### src/common/bmc_pkg.sv
package bmc_pkg;

  // bus word and address widths of the register bus
  typedef logic [15:0] wb_addr_t;
  typedef logic [15:0] wb_data_t;

  localparam int NUM_SLAVES       = 3;
  localparam int SLAVE_SYS_CONFIG = 0;
  localparam int SLAVE_IRQ        = 1;
  localparam int SLAVE_BUS_MON    = 2;

  // address map, each slave owns a window of 16 words
  localparam wb_addr_t MEM_SYSCONF_A = 16'h0000;
  localparam wb_addr_t MEM_SYSCONF_H = 16'h000F;
  localparam wb_addr_t MEM_IRQC_A    = 16'h0010;
  localparam wb_addr_t MEM_IRQC_H    = 16'h001F;
  localparam wb_addr_t MEM_BUSMON_A  = 16'h0020;
  localparam wb_addr_t MEM_BUSMON_H  = 16'h002F;

  localparam int REG_OFFSET_BITS = 4;

  // register offsets inside each window
  localparam logic [REG_OFFSET_BITS-1:0] SYSCONF_REG_ID     = 4'd0;
  localparam logic [REG_OFFSET_BITS-1:0] SYSCONF_REG_REV    = 4'd1;
  localparam logic [REG_OFFSET_BITS-1:0] SYSCONF_REG_CONFIG = 4'd2;
  localparam logic [REG_OFFSET_BITS-1:0] IRQC_REG_STATUS    = 4'd0;
  localparam logic [REG_OFFSET_BITS-1:0] IRQC_REG_MASK      = 4'd1;
  localparam logic [REG_OFFSET_BITS-1:0] BUSMON_REG_ADDR    = 4'd0;
  localparam logic [REG_OFFSET_BITS-1:0] BUSMON_REG_WE      = 4'd1;
  localparam logic [REG_OFFSET_BITS-1:0] BUSMON_REG_COUNT   = 4'd2;

  // board identity and revision
  localparam wb_data_t    BOARD_ID  = 16'h0B4C;
  localparam logic [7:0]  REV_MAJOR = 8'h01;
  localparam logic [7:0]  REV_MINOR = 8'h03;

  typedef logic [7:0] sys_config_t;
  localparam sys_config_t DEFAULT_SYS_CONFIG = 8'h05;

  localparam int NUM_IRQ_SOURCES = 4;
  typedef logic [NUM_IRQ_SOURCES-1:0] irq_vec_t;
  // sources 0 to 2 come from outside the register bus
  localparam int IRQ_SRC_MEMV = 3;

  typedef struct packed {
    logic     cyc;
    logic     stb;
    logic     we;
    wb_addr_t adr;
    wb_data_t dat;
  } wb_req_t;

  typedef struct packed {
    wb_data_t dat;
    logic     ack;
    logic     err;
  } wb_rsp_t;

  // one pulse per access that hit no slave window
  typedef struct packed {
    logic     memv;
    logic     we;
    wb_addr_t addr;
  } bm_event_t;

endpackage

### src/wb_bus/wbs_arbiter.sv
`timescale 1ns/1ps

module wbs_arbiter
  import bmc_pkg::*;
(
  input  logic                  wb_clk_i,
  input  logic                  rst_i,
  input  wb_req_t               wbm_req_i,
  output wb_rsp_t               wbm_rsp_o,
  output wb_req_t               wbs_req_o,
  output logic [NUM_SLAVES-1:0] wbs_sel_o,
  input  wb_rsp_t               wbs_rsp_i [NUM_SLAVES],
  output bm_event_t             bm_event_o
);

  function automatic logic in_window(wb_addr_t adr, wb_addr_t base, wb_addr_t high);
    return (adr >= base) && (adr <= high);
  endfunction

  logic [NUM_SLAVES-1:0] hit;
  logic                  access;
  logic                  unmapped;
  logic                  err_start;
  logic                  err_q;
  logic                  memv_q;
  logic                  ev_we_q;
  wb_addr_t              ev_addr_q;

  assign hit[SLAVE_SYS_CONFIG] = in_window(wbm_req_i.adr, MEM_SYSCONF_A, MEM_SYSCONF_H);
  assign hit[SLAVE_IRQ]        = in_window(wbm_req_i.adr, MEM_IRQC_A, MEM_IRQC_H);
  assign hit[SLAVE_BUS_MON]    = in_window(wbm_req_i.adr, MEM_BUSMON_A, MEM_BUSMON_H);

  assign access    = wbm_req_i.cyc & wbm_req_i.stb;
  assign unmapped  = access & ~(|hit);
  // err is a single pulse even though the master still holds stb during it
  assign err_start = unmapped & ~err_q;

  assign wbs_sel_o = hit & {NUM_SLAVES{access}};

  // slaves never see a strobe for an address nobody owns
  always_comb begin
    wbs_req_o     = wbm_req_i;
    wbs_req_o.stb = wbm_req_i.stb & ~unmapped;
  end

  // windows are disjoint, so at most one slave response is picked
  always_comb begin
    wbm_rsp_o = '0;
    for (int i = 0; i < NUM_SLAVES; i++) begin
      if (hit[i]) begin
        wbm_rsp_o = wbs_rsp_i[i];
      end
    end
    wbm_rsp_o.err = wbm_rsp_o.err | err_q;
  end

  always_ff @(posedge wb_clk_i) begin
    if (rst_i) begin
      err_q  <= 1'b0;
      memv_q <= 1'b0;
    end else begin
      err_q  <= err_start;
      memv_q <= err_start;
    end
  end

  // the violating address is only meaningful while memv is high
  always_ff @(posedge wb_clk_i) begin
    if (err_start) begin
      ev_addr_q <= wbm_req_i.adr;
      ev_we_q   <= wbm_req_i.we;
    end
  end

  assign bm_event_o = '{memv: memv_q, we: ev_we_q, addr: ev_addr_q};

endmodule

### src/verilog/sys_config.sv
`timescale 1ns/1ps

module sys_config
  import bmc_pkg::*;
(
  input  logic        wb_clk_i,
  input  logic        rst_i,
  input  wb_req_t     wbs_req_i,
  input  logic        wbs_sel_i,
  output wb_rsp_t     wbs_rsp_o,
  output sys_config_t sys_config_o
);

  logic                       strobe;
  logic                       take;
  logic                       ack_q;
  logic [REG_OFFSET_BITS-1:0] reg_off;
  wb_data_t                   rdata_q;
  sys_config_t                config_q;

  assign strobe  = wbs_sel_i & wbs_req_i.cyc & wbs_req_i.stb;
  // accept only on the first strobe cycle so ack stays one cycle wide
  assign take    = strobe & ~ack_q;
  assign reg_off = wbs_req_i.adr[REG_OFFSET_BITS-1:0];

  always_ff @(posedge wb_clk_i) begin
    if (rst_i) begin
      ack_q    <= 1'b0;
      config_q <= DEFAULT_SYS_CONFIG;
    end else begin
      ack_q <= take;
      // identity and revision are read only, writes there are dropped
      if (take && wbs_req_i.we && reg_off == SYSCONF_REG_CONFIG) begin
        config_q <= wbs_req_i.dat[7:0];
      end
    end
  end

  always_ff @(posedge wb_clk_i) begin
    if (take) begin
      case (reg_off)
        SYSCONF_REG_ID:     rdata_q <= BOARD_ID;
        SYSCONF_REG_REV:    rdata_q <= {REV_MAJOR, REV_MINOR};
        SYSCONF_REG_CONFIG: rdata_q <= wb_data_t'(config_q);
        default:            rdata_q <= '0;
      endcase
    end
  end

  assign wbs_rsp_o    = '{dat: rdata_q, ack: ack_q, err: 1'b0};
  assign sys_config_o = config_q;

endmodule

### src/verilog/irq_controller.sv
`timescale 1ns/1ps

module irq_controller
  import bmc_pkg::*;
(
  input  logic     wb_clk_i,
  input  logic     rst_i,
  input  wb_req_t  wbs_req_i,
  input  logic     wbs_sel_i,
  output wb_rsp_t  wbs_rsp_o,
  input  irq_vec_t irq_src_i,
  output logic     irq_o
);

  logic                       strobe;
  logic                       take;
  logic                       ack_q;
  logic [REG_OFFSET_BITS-1:0] reg_off;
  wb_data_t                   rdata_q;
  irq_vec_t                   status_q;
  irq_vec_t                   mask_q;
  irq_vec_t                   clear;

  assign strobe  = wbs_sel_i & wbs_req_i.cyc & wbs_req_i.stb;
  assign take    = strobe & ~ack_q;
  assign reg_off = wbs_req_i.adr[REG_OFFSET_BITS-1:0];

  // write one to clear on the status register
  always_comb begin
    clear = '0;
    if (take && wbs_req_i.we && reg_off == IRQC_REG_STATUS) begin
      clear = wbs_req_i.dat[NUM_IRQ_SOURCES-1:0];
    end
  end

  always_ff @(posedge wb_clk_i) begin
    if (rst_i) begin
      ack_q    <= 1'b0;
      status_q <= '0;
      mask_q   <= '0;
    end else begin
      ack_q <= take;
      // a source still high wins over a clear in the same cycle
      status_q <= (status_q & ~clear) | irq_src_i;
      if (take && wbs_req_i.we && reg_off == IRQC_REG_MASK) begin
        mask_q <= wbs_req_i.dat[NUM_IRQ_SOURCES-1:0];
      end
    end
  end

  always_ff @(posedge wb_clk_i) begin
    if (take) begin
      case (reg_off)
        IRQC_REG_STATUS: rdata_q <= wb_data_t'(status_q);
        IRQC_REG_MASK:   rdata_q <= wb_data_t'(mask_q);
        default:         rdata_q <= '0;
      endcase
    end
  end

  assign wbs_rsp_o = '{dat: rdata_q, ack: ack_q, err: 1'b0};

  // status is recorded whatever the mask, only the line is masked
  assign irq_o = |(status_q & mask_q);

endmodule

### src/verilog/bus_monitor.sv
`timescale 1ns/1ps

module bus_monitor
  import bmc_pkg::*;
(
  input  logic      wb_clk_i,
  input  logic      rst_i,
  input  wb_req_t   wbs_req_i,
  input  logic      wbs_sel_i,
  output wb_rsp_t   wbs_rsp_o,
  input  bm_event_t bm_event_i
);

  logic                       strobe;
  logic                       take;
  logic                       ack_q;
  logic [REG_OFFSET_BITS-1:0] reg_off;
  wb_data_t                   rdata_q;
  wb_addr_t                   viol_addr_q;
  logic                       viol_we_q;
  wb_data_t                   viol_count_q;

  assign strobe  = wbs_sel_i & wbs_req_i.cyc & wbs_req_i.stb;
  assign take    = strobe & ~ack_q;
  assign reg_off = wbs_req_i.adr[REG_OFFSET_BITS-1:0];

  always_ff @(posedge wb_clk_i) begin
    if (rst_i) begin
      ack_q        <= 1'b0;
      viol_addr_q  <= '0;
      viol_we_q    <= 1'b0;
      viol_count_q <= '0;
    end else begin
      ack_q <= take;
      if (bm_event_i.memv) begin
        viol_addr_q <= bm_event_i.addr;
        viol_we_q   <= bm_event_i.we;
      end
      // any write to the count register clears it, the data is ignored
      if (take && wbs_req_i.we && reg_off == BUSMON_REG_COUNT) begin
        viol_count_q <= '0;
      end else if (bm_event_i.memv && viol_count_q != '1) begin
        viol_count_q <= viol_count_q + 1'b1;
      end
    end
  end

  always_ff @(posedge wb_clk_i) begin
    if (take) begin
      case (reg_off)
        BUSMON_REG_ADDR:  rdata_q <= viol_addr_q;
        BUSMON_REG_WE:    rdata_q <= wb_data_t'(viol_we_q);
        BUSMON_REG_COUNT: rdata_q <= viol_count_q;
        default:          rdata_q <= '0;
      endcase
    end
  end

  assign wbs_rsp_o = '{dat: rdata_q, ack: ack_q, err: 1'b0};

endmodule

### src/verilog/bmc_top.sv
`timescale 1ns/1ps

module bmc_top
  import bmc_pkg::*;
(
  input  logic        wb_clk_i,
  input  logic        rst_i,
  input  wb_req_t     wbm_req_i,
  output wb_rsp_t     wbm_rsp_o,
  input  logic [2:0]  ext_irq_i,
  output logic        irq_o,
  output sys_config_t sys_config_o
);

  wb_req_t               wbs_req;
  logic [NUM_SLAVES-1:0] wbs_sel;
  wb_rsp_t               wbs_rsp [NUM_SLAVES];
  bm_event_t             bm_event;
  irq_vec_t              irq_src;

  // external lines on the low sources, bus violations on their own bit
  always_comb begin
    irq_src               = '0;
    irq_src[2:0]          = ext_irq_i;
    irq_src[IRQ_SRC_MEMV] = bm_event.memv;
  end

  wbs_arbiter wbs_arbiter_inst (
    .wb_clk_i(wb_clk_i), .rst_i(rst_i),
    .wbm_req_i(wbm_req_i), .wbm_rsp_o(wbm_rsp_o),
    .wbs_req_o(wbs_req), .wbs_sel_o(wbs_sel), .wbs_rsp_i(wbs_rsp),
    .bm_event_o(bm_event)
  );

  sys_config sys_config_inst (
    .wb_clk_i(wb_clk_i), .rst_i(rst_i),
    .wbs_req_i(wbs_req), .wbs_sel_i(wbs_sel[SLAVE_SYS_CONFIG]),
    .wbs_rsp_o(wbs_rsp[SLAVE_SYS_CONFIG]),
    .sys_config_o(sys_config_o)
  );

  irq_controller irq_controller_inst (
    .wb_clk_i(wb_clk_i), .rst_i(rst_i),
    .wbs_req_i(wbs_req), .wbs_sel_i(wbs_sel[SLAVE_IRQ]),
    .wbs_rsp_o(wbs_rsp[SLAVE_IRQ]),
    .irq_src_i(irq_src), .irq_o(irq_o)
  );

  bus_monitor bus_monitor_inst (
    .wb_clk_i(wb_clk_i), .rst_i(rst_i),
    .wbs_req_i(wbs_req), .wbs_sel_i(wbs_sel[SLAVE_BUS_MON]),
    .wbs_rsp_o(wbs_rsp[SLAVE_BUS_MON]),
    .bm_event_i(bm_event)
  );

endmodule

### config.mk
export PLATFORM = sky130hd
export DESIGN_NAME = bmc_top
export DESIGN_NICKNAME = d
export VERILOG_FILES = /design/src/common/bmc_pkg.sv /design/src/wb_bus/wbs_arbiter.sv /design/src/verilog/sys_config.sv /design/src/verilog/irq_controller.sv /design/src/verilog/bus_monitor.sv /design/src/verilog/bmc_top.sv
export SDC_FILE = /design/constraint.sdc
export NUM_CORES = 1
export LEC_CHECK = 0
export BUFFER_PORTS_ARGS = -buffer_cell sky130_fd_sc_hd__buf_2
export CAP_MARGIN = 5
export CELL_PAD_IN_SITES_DETAIL_PLACEMENT = 1
export CELL_PAD_IN_SITES_GLOBAL_PLACEMENT = 2
export CORE_MARGIN = 3
export CORE_UTILIZATION = 33
export CTS_CLUSTER_SIZE = 10
export DETAILED_ROUTE_END_ITERATION = 8
export GPL_TIMING_DRIVEN = 0
export MAX_ROUTING_LAYER = met4
export PLACE_DENSITY_LB_ADDON = 0.1
export SYNTH_ARGS = -nofsm -noshare
export SYNTH_HDL_FRONTEND = slang
export SYNTH_SLANG_ARGS = --single-unit
### constraint.sdc
create_clock -name wb_clk_i -period 2.9 [get_ports wb_clk_i]
set_clock_uncertainty 0.1 [all_clocks]
set_input_delay 0.435 -clock wb_clk_i [delete_from_list [all_inputs] [get_ports wb_clk_i]]
set_output_delay 0.435 -clock wb_clk_i [all_outputs]
set_load 0.01 [all_outputs]
==> impl_summary.md <==
Drt
The via count of the routed design is 3463. Wires add up to 12450 µm. The final routed wire length divided by cell count is 18.72 µm.

The remaining design rule violation count is 0. In the routed layout, each cell is associated on average with a via count of 5.208. The pre-antenna-repair detailed-routing pass consisted of 4 iterations. In this run, the number of DRC markers left after iteration 0 of detailed routing was 138. The count of nets left with antenna violations once routing finished came out at 0.

Die
The number of top-level pins is 67. The row count is 41. The total area inside the core boundary comes to 12820 µm². The floorplan step defined a die boundary enclosing 14790 µm². The die is 121.6 µm wide. The starting utilization of the core area is 34.40%.

The height of the die is 121.6 µm.

Global route
The leftover overflow at the end of global routing is 0. The first global-routing pass estimated 19610 µm of wire. The number of antenna violations at the first check in global routing is 0.

The via count of the first global-routing pass was 3489. In the global route stage, overall resource usage came out at 18.07%. Entering global routing, the biggest net connects 17 pins.

STA
The final number of hold-violating endpoints is 0. The final critical path takes up 92.02% of the cycle. Setup repair after global routing left no endpoint under its margin.

The measured slew at the worst slew-check pin is 1115 ps. The post-layout worst setup margin is 231.5 ps. The headroom to the max-slew limit is 24.96%. On the final layout, the worst hold slack is 187.1 ps. The number of setup violations in the final report is 0. The final critical-path required period is 2668 ps.

Setup total negative slack on the finished layout was measured at 0 ps. Static timing analysis puts the maximum clock frequency at 0.3747 GHz. The final number of max-transition violations is 0.

Synthesis
The area share of the leading cell type in the synthesized netlist is 31.99%. The average instance area after synthesis is 10.58 µm². The commonest cells after synthesis are 57 x sky130_fd_sc_hd__nor2_1, 53 x sky130_fd_sc_hd__dfxtp_1, 47 x sky130_fd_sc_hd__edfxtp_1. Synthesis inferred 100 register bits. The share of flip-flops with an asynchronous set or reset after synthesis is 0%. After synthesis, the netlist uses 45 different library cells. The gate count after technology mapping is 417. Yosys printed 0 warnings.

The most common cell in the netlist is sky130_fd_sc_hd__nor2_1. In the synthesized netlist the dominant register cell turns out to be sky130_fd_sc_hd__dfxtp_1. The synthesized netlist net count is 458.

After synthesis, the cell types taking the most area are sky130_fd_sc_hd__edfxtp_1 32%, sky130_fd_sc_hd__dfxtp_1 24%, sky130_fd_sc_hd__mux2i_1 9.5%, sky130_fd_sc_hd__nor2_1 4.8%, sky130_fd_sc_hd__a21oi_1 4.0%. sky130_fd_sc_hd__edfxtp_1 takes more of the synthesized area than any other cell. After synthesis, flip-flops and latches occupy 56.04% of the total area. The cell area after technology mapping is 4412 µm². The number of synthesized flops with an enable pin is 47.

Power
The peak supply drop is 0.2528 mV. The analysis attributes to cell leakage a power of 1.898 nW. The net switching component of the power is 0.0006487 W. Per report_power, the combinational group accounts for 5.7% of the total. Internal power comes to 0.002208 W. Of the total power, the share spent switching nets is 22.71%.

The power density normalized to cell area is 541.7 nW/µm². The proportion of power drawn by flip-flops and latches is 52.8%. The clock group share of total power is 41.5%.

Clock network
TritonCTS built the clock tree. The deepest level of the CTS H-tree is 3. The clock net in this run drives a total of 100 sinks. The clock latency on the worst-skew pair is 350 ps.

For this design, the CTS-stage hold fixing added 0 buffers. The number of buffers inserted during clock tree synthesis is 9. The maximum buffer depth of the clock tree is 2. In this run the post-CTS setup repair buffer count came out at 0. The root buffer cell chosen for the clock tree is sky130_fd_sc_hd__clkbuf_16. The clock-pin slew on the worst setup and hold paths is 70 ps.

Flow run
Across the run, the number of max-cap violations was 0.

Placed design
Prior to clock tree synthesis, the placed netlist has a worst setup slack of -422.9 ps. The count of input and output buffers is 58. The HPWL after detailed placement is 9571 µm.

At the end of routability-driven placement, the weighted congestion stood at 0.7800.

Worst setup path
The critical path's slowest cell is sky130_fd_sc_hd__nor4_4. The critical path contains buffers and inverters numbering 4 combined. The endpoint kind of the worst setup timing path is an output pin.

The data arrival time at the worst-slack endpoint is 2130 ps. The stage delay of the slowest cell on the critical path is 340 ps. The top cell family by delay on the critical path is simple AND/OR/NAND/NOR gates. Traced cell by cell, the critical path runs through buf_2 > nor4_4 > buf_2 > and3_2 > and2_0 > buf_2 > a22o_1 > buf_2. The maximum fanout encountered on the critical timing path is 10. The worst setup path is launched from an input port.

The worst setup path is of the in2out kind. For the worst setup path, the data required time is 2370 ps. The cell that appears most often on the critical path is sky130_fd_sc_hd__buf_2. The reg2reg setup slack is 480 ps.

Outcome
The flow ran to the end, and the final reports show no timing, DRC or antenna violations.

Cells and area
From synthesis to final layout, the design area changed by 19.54%. Registers take 2472 µm². The final layout contains 528 nets.

The area used by multi-input combinational logic is 1809 µm². The fill cell total of the finished layout is 1440. In the final layout, the share of cells above drive strength 1 is 20.12%. Once layout is complete, the utilization of the core stands at 41.12%.

Hold path
The tightest min-delay check is of the in2reg type.
cell usage in the layout (no fill, tap or decap), types with 2 or more instances in the layout:
cell	instances
sky130_fd_sc_hd__a22o_1	7
sky130_fd_sc_hd__clkbuf_16	9
sky130_fd_sc_hd__and4_1	3
sky130_fd_sc_hd__nor3_1	6
sky130_fd_sc_hd__nor4_4	2
sky130_fd_sc_hd__and3_1	6
sky130_fd_sc_hd__o31ai_1	7
sky130_fd_sc_hd__a22oi_1	2
sky130_fd_sc_hd__a211oi_1	2
sky130_fd_sc_hd__or3_1	10
sky130_fd_sc_hd__nand4_1	11
sky130_fd_sc_hd__clkbuf_1	8
sky130_fd_sc_hd__o21ai_0	18
sky130_fd_sc_hd__buf_6	2
sky130_fd_sc_hd__nor3_2	2
sky130_fd_sc_hd__buf_2	64
sky130_fd_sc_hd__dfxtp_1	53
sky130_fd_sc_hd__mux2i_1	42
sky130_fd_sc_hd__nand3b_1	3
sky130_fd_sc_hd__nand2_1	13
sky130_fd_sc_hd__and2_1	4
sky130_fd_sc_hd__or4_1	6
sky130_fd_sc_hd__buf_1	6
sky130_fd_sc_hd__edfxtp_1	47
sky130_fd_sc_hd__nor3b_1	2
sky130_fd_sc_hd__nor2_1	57
sky130_fd_sc_hd__buf_4	3
sky130_fd_sc_hd__a311oi_1	4
sky130_fd_sc_hd__inv_1	13
sky130_fd_sc_hd__clkbuf_8	3
sky130_fd_sc_hd__nor4_1	7
sky130_fd_sc_hd__a21oi_1	35
sky130_fd_sc_hd__nand3_1	13
through the flow:
stage	instances	total power, W	cell area (µm²)
4_1_cts	664	0.002875	5254
2_1_floorplan	417	0.001624	4412
3_5_place_dp	649	0.001701	4959
5_1_grt	664	0.002957	5271
6_report	665	0.002857	5274
3_3_place_gp	647	0.001694	4917
final timing paths:
check | from | end | cells past startpoint
max | wbm_req_i[30] | wbm_rsp_o[9] | 8
min | wbm_req_i[32] | wbs_arbiter_inst.ev_we_q$_DFFE_PP_ | 1
min reg2reg | wbs_arbiter_inst.ev_addr_q[9]$_DFFE_PP_ | bus_monitor_inst.viol_addr_q[9]$_SDFFE_PP0P_ | 2
max reg2reg | bus_monitor_inst.viol_count_q[0]$_SDFFE_PP0P_ | bus_monitor_inst.viol_count_q[3]$_SDFFE_PP0P_ | 5
final cells by class:
cell class	instances	share of cell area (%)
Antenna cell	1	0.04745
Timing Repair Buffer	60	6.002
Sequential cell	100	46.88
Tap cell	172	4.081
Multi-Input combinational cell	279	34.31
Inverter	13	0.9253
Clock inverter	3	0.4033
Buffer	24	2.230
Clock buffer	13	5.125
what timing repair did:
item	CTS	global route
cloned	0	0
setup endpoints to repair	22	14
pin swaps	0	0
resized for setup	2	2
routing by layer:
metal	track usage [%]	vias up	share of wire (%)
met5	-	-	0
met4	5.882	0	1.5
met1	26.19	1698	52
met3	2.646	11	3.3
li1	-	1701	-
met2	26.04	53	44
sequential cells by signal, summed over array words and instances, names as in the netlist:
signal / count
sys_config_inst.rdata_q: 10
bus_monitor_inst.ack_q: 1
irq_controller_inst.mask_q: 4
sys_config_inst.ack_q: 1
bus_monitor_inst.rdata_q: 16
irq_controller_inst.status_q: 4
irq_controller_inst.ack_q: 1
irq_controller_inst.rdata_q: 4
wbs_arbiter_inst.ev_we_q: 1
wbs_arbiter_inst.ev_addr_q: 16
bus_monitor_inst.viol_count_q: 16
bus_monitor_inst.viol_addr_q: 16
sys_config_inst.sys_config_o: 8
bus_monitor_inst.viol_we_q: 1
wbs_arbiter_inst.err_q: 1
cell families (layout without fill, tap and decap cells):
logic type                 after synthesis  count (layout)  synth area share [%]
DFF                                    100             100                 56.04
buffers and inverters                   38             113                 3.857
AOI/OAI and AO/OA                       81              81                 11.43
and+or+nand+nor                        155             155                 18.86
muxes                                   42              42                 9.529
adders and majority gates                1               1                0.2836
other                                    0               1                     0
power by group through the flow:
stage	Combinational [W]	Sequential [W]	Clock, W
finish	0.000163	0.00151	0.00119
global route	0.000181	0.00151	0.00127
CTS	0.000163	0.00151	0.00120
detailed placement	0.000161	0.00154	0
global placement	0.000154	0.00154	0
floorplan	0.0000906	0.00153	0
Power figures use the tool's default switching activity.
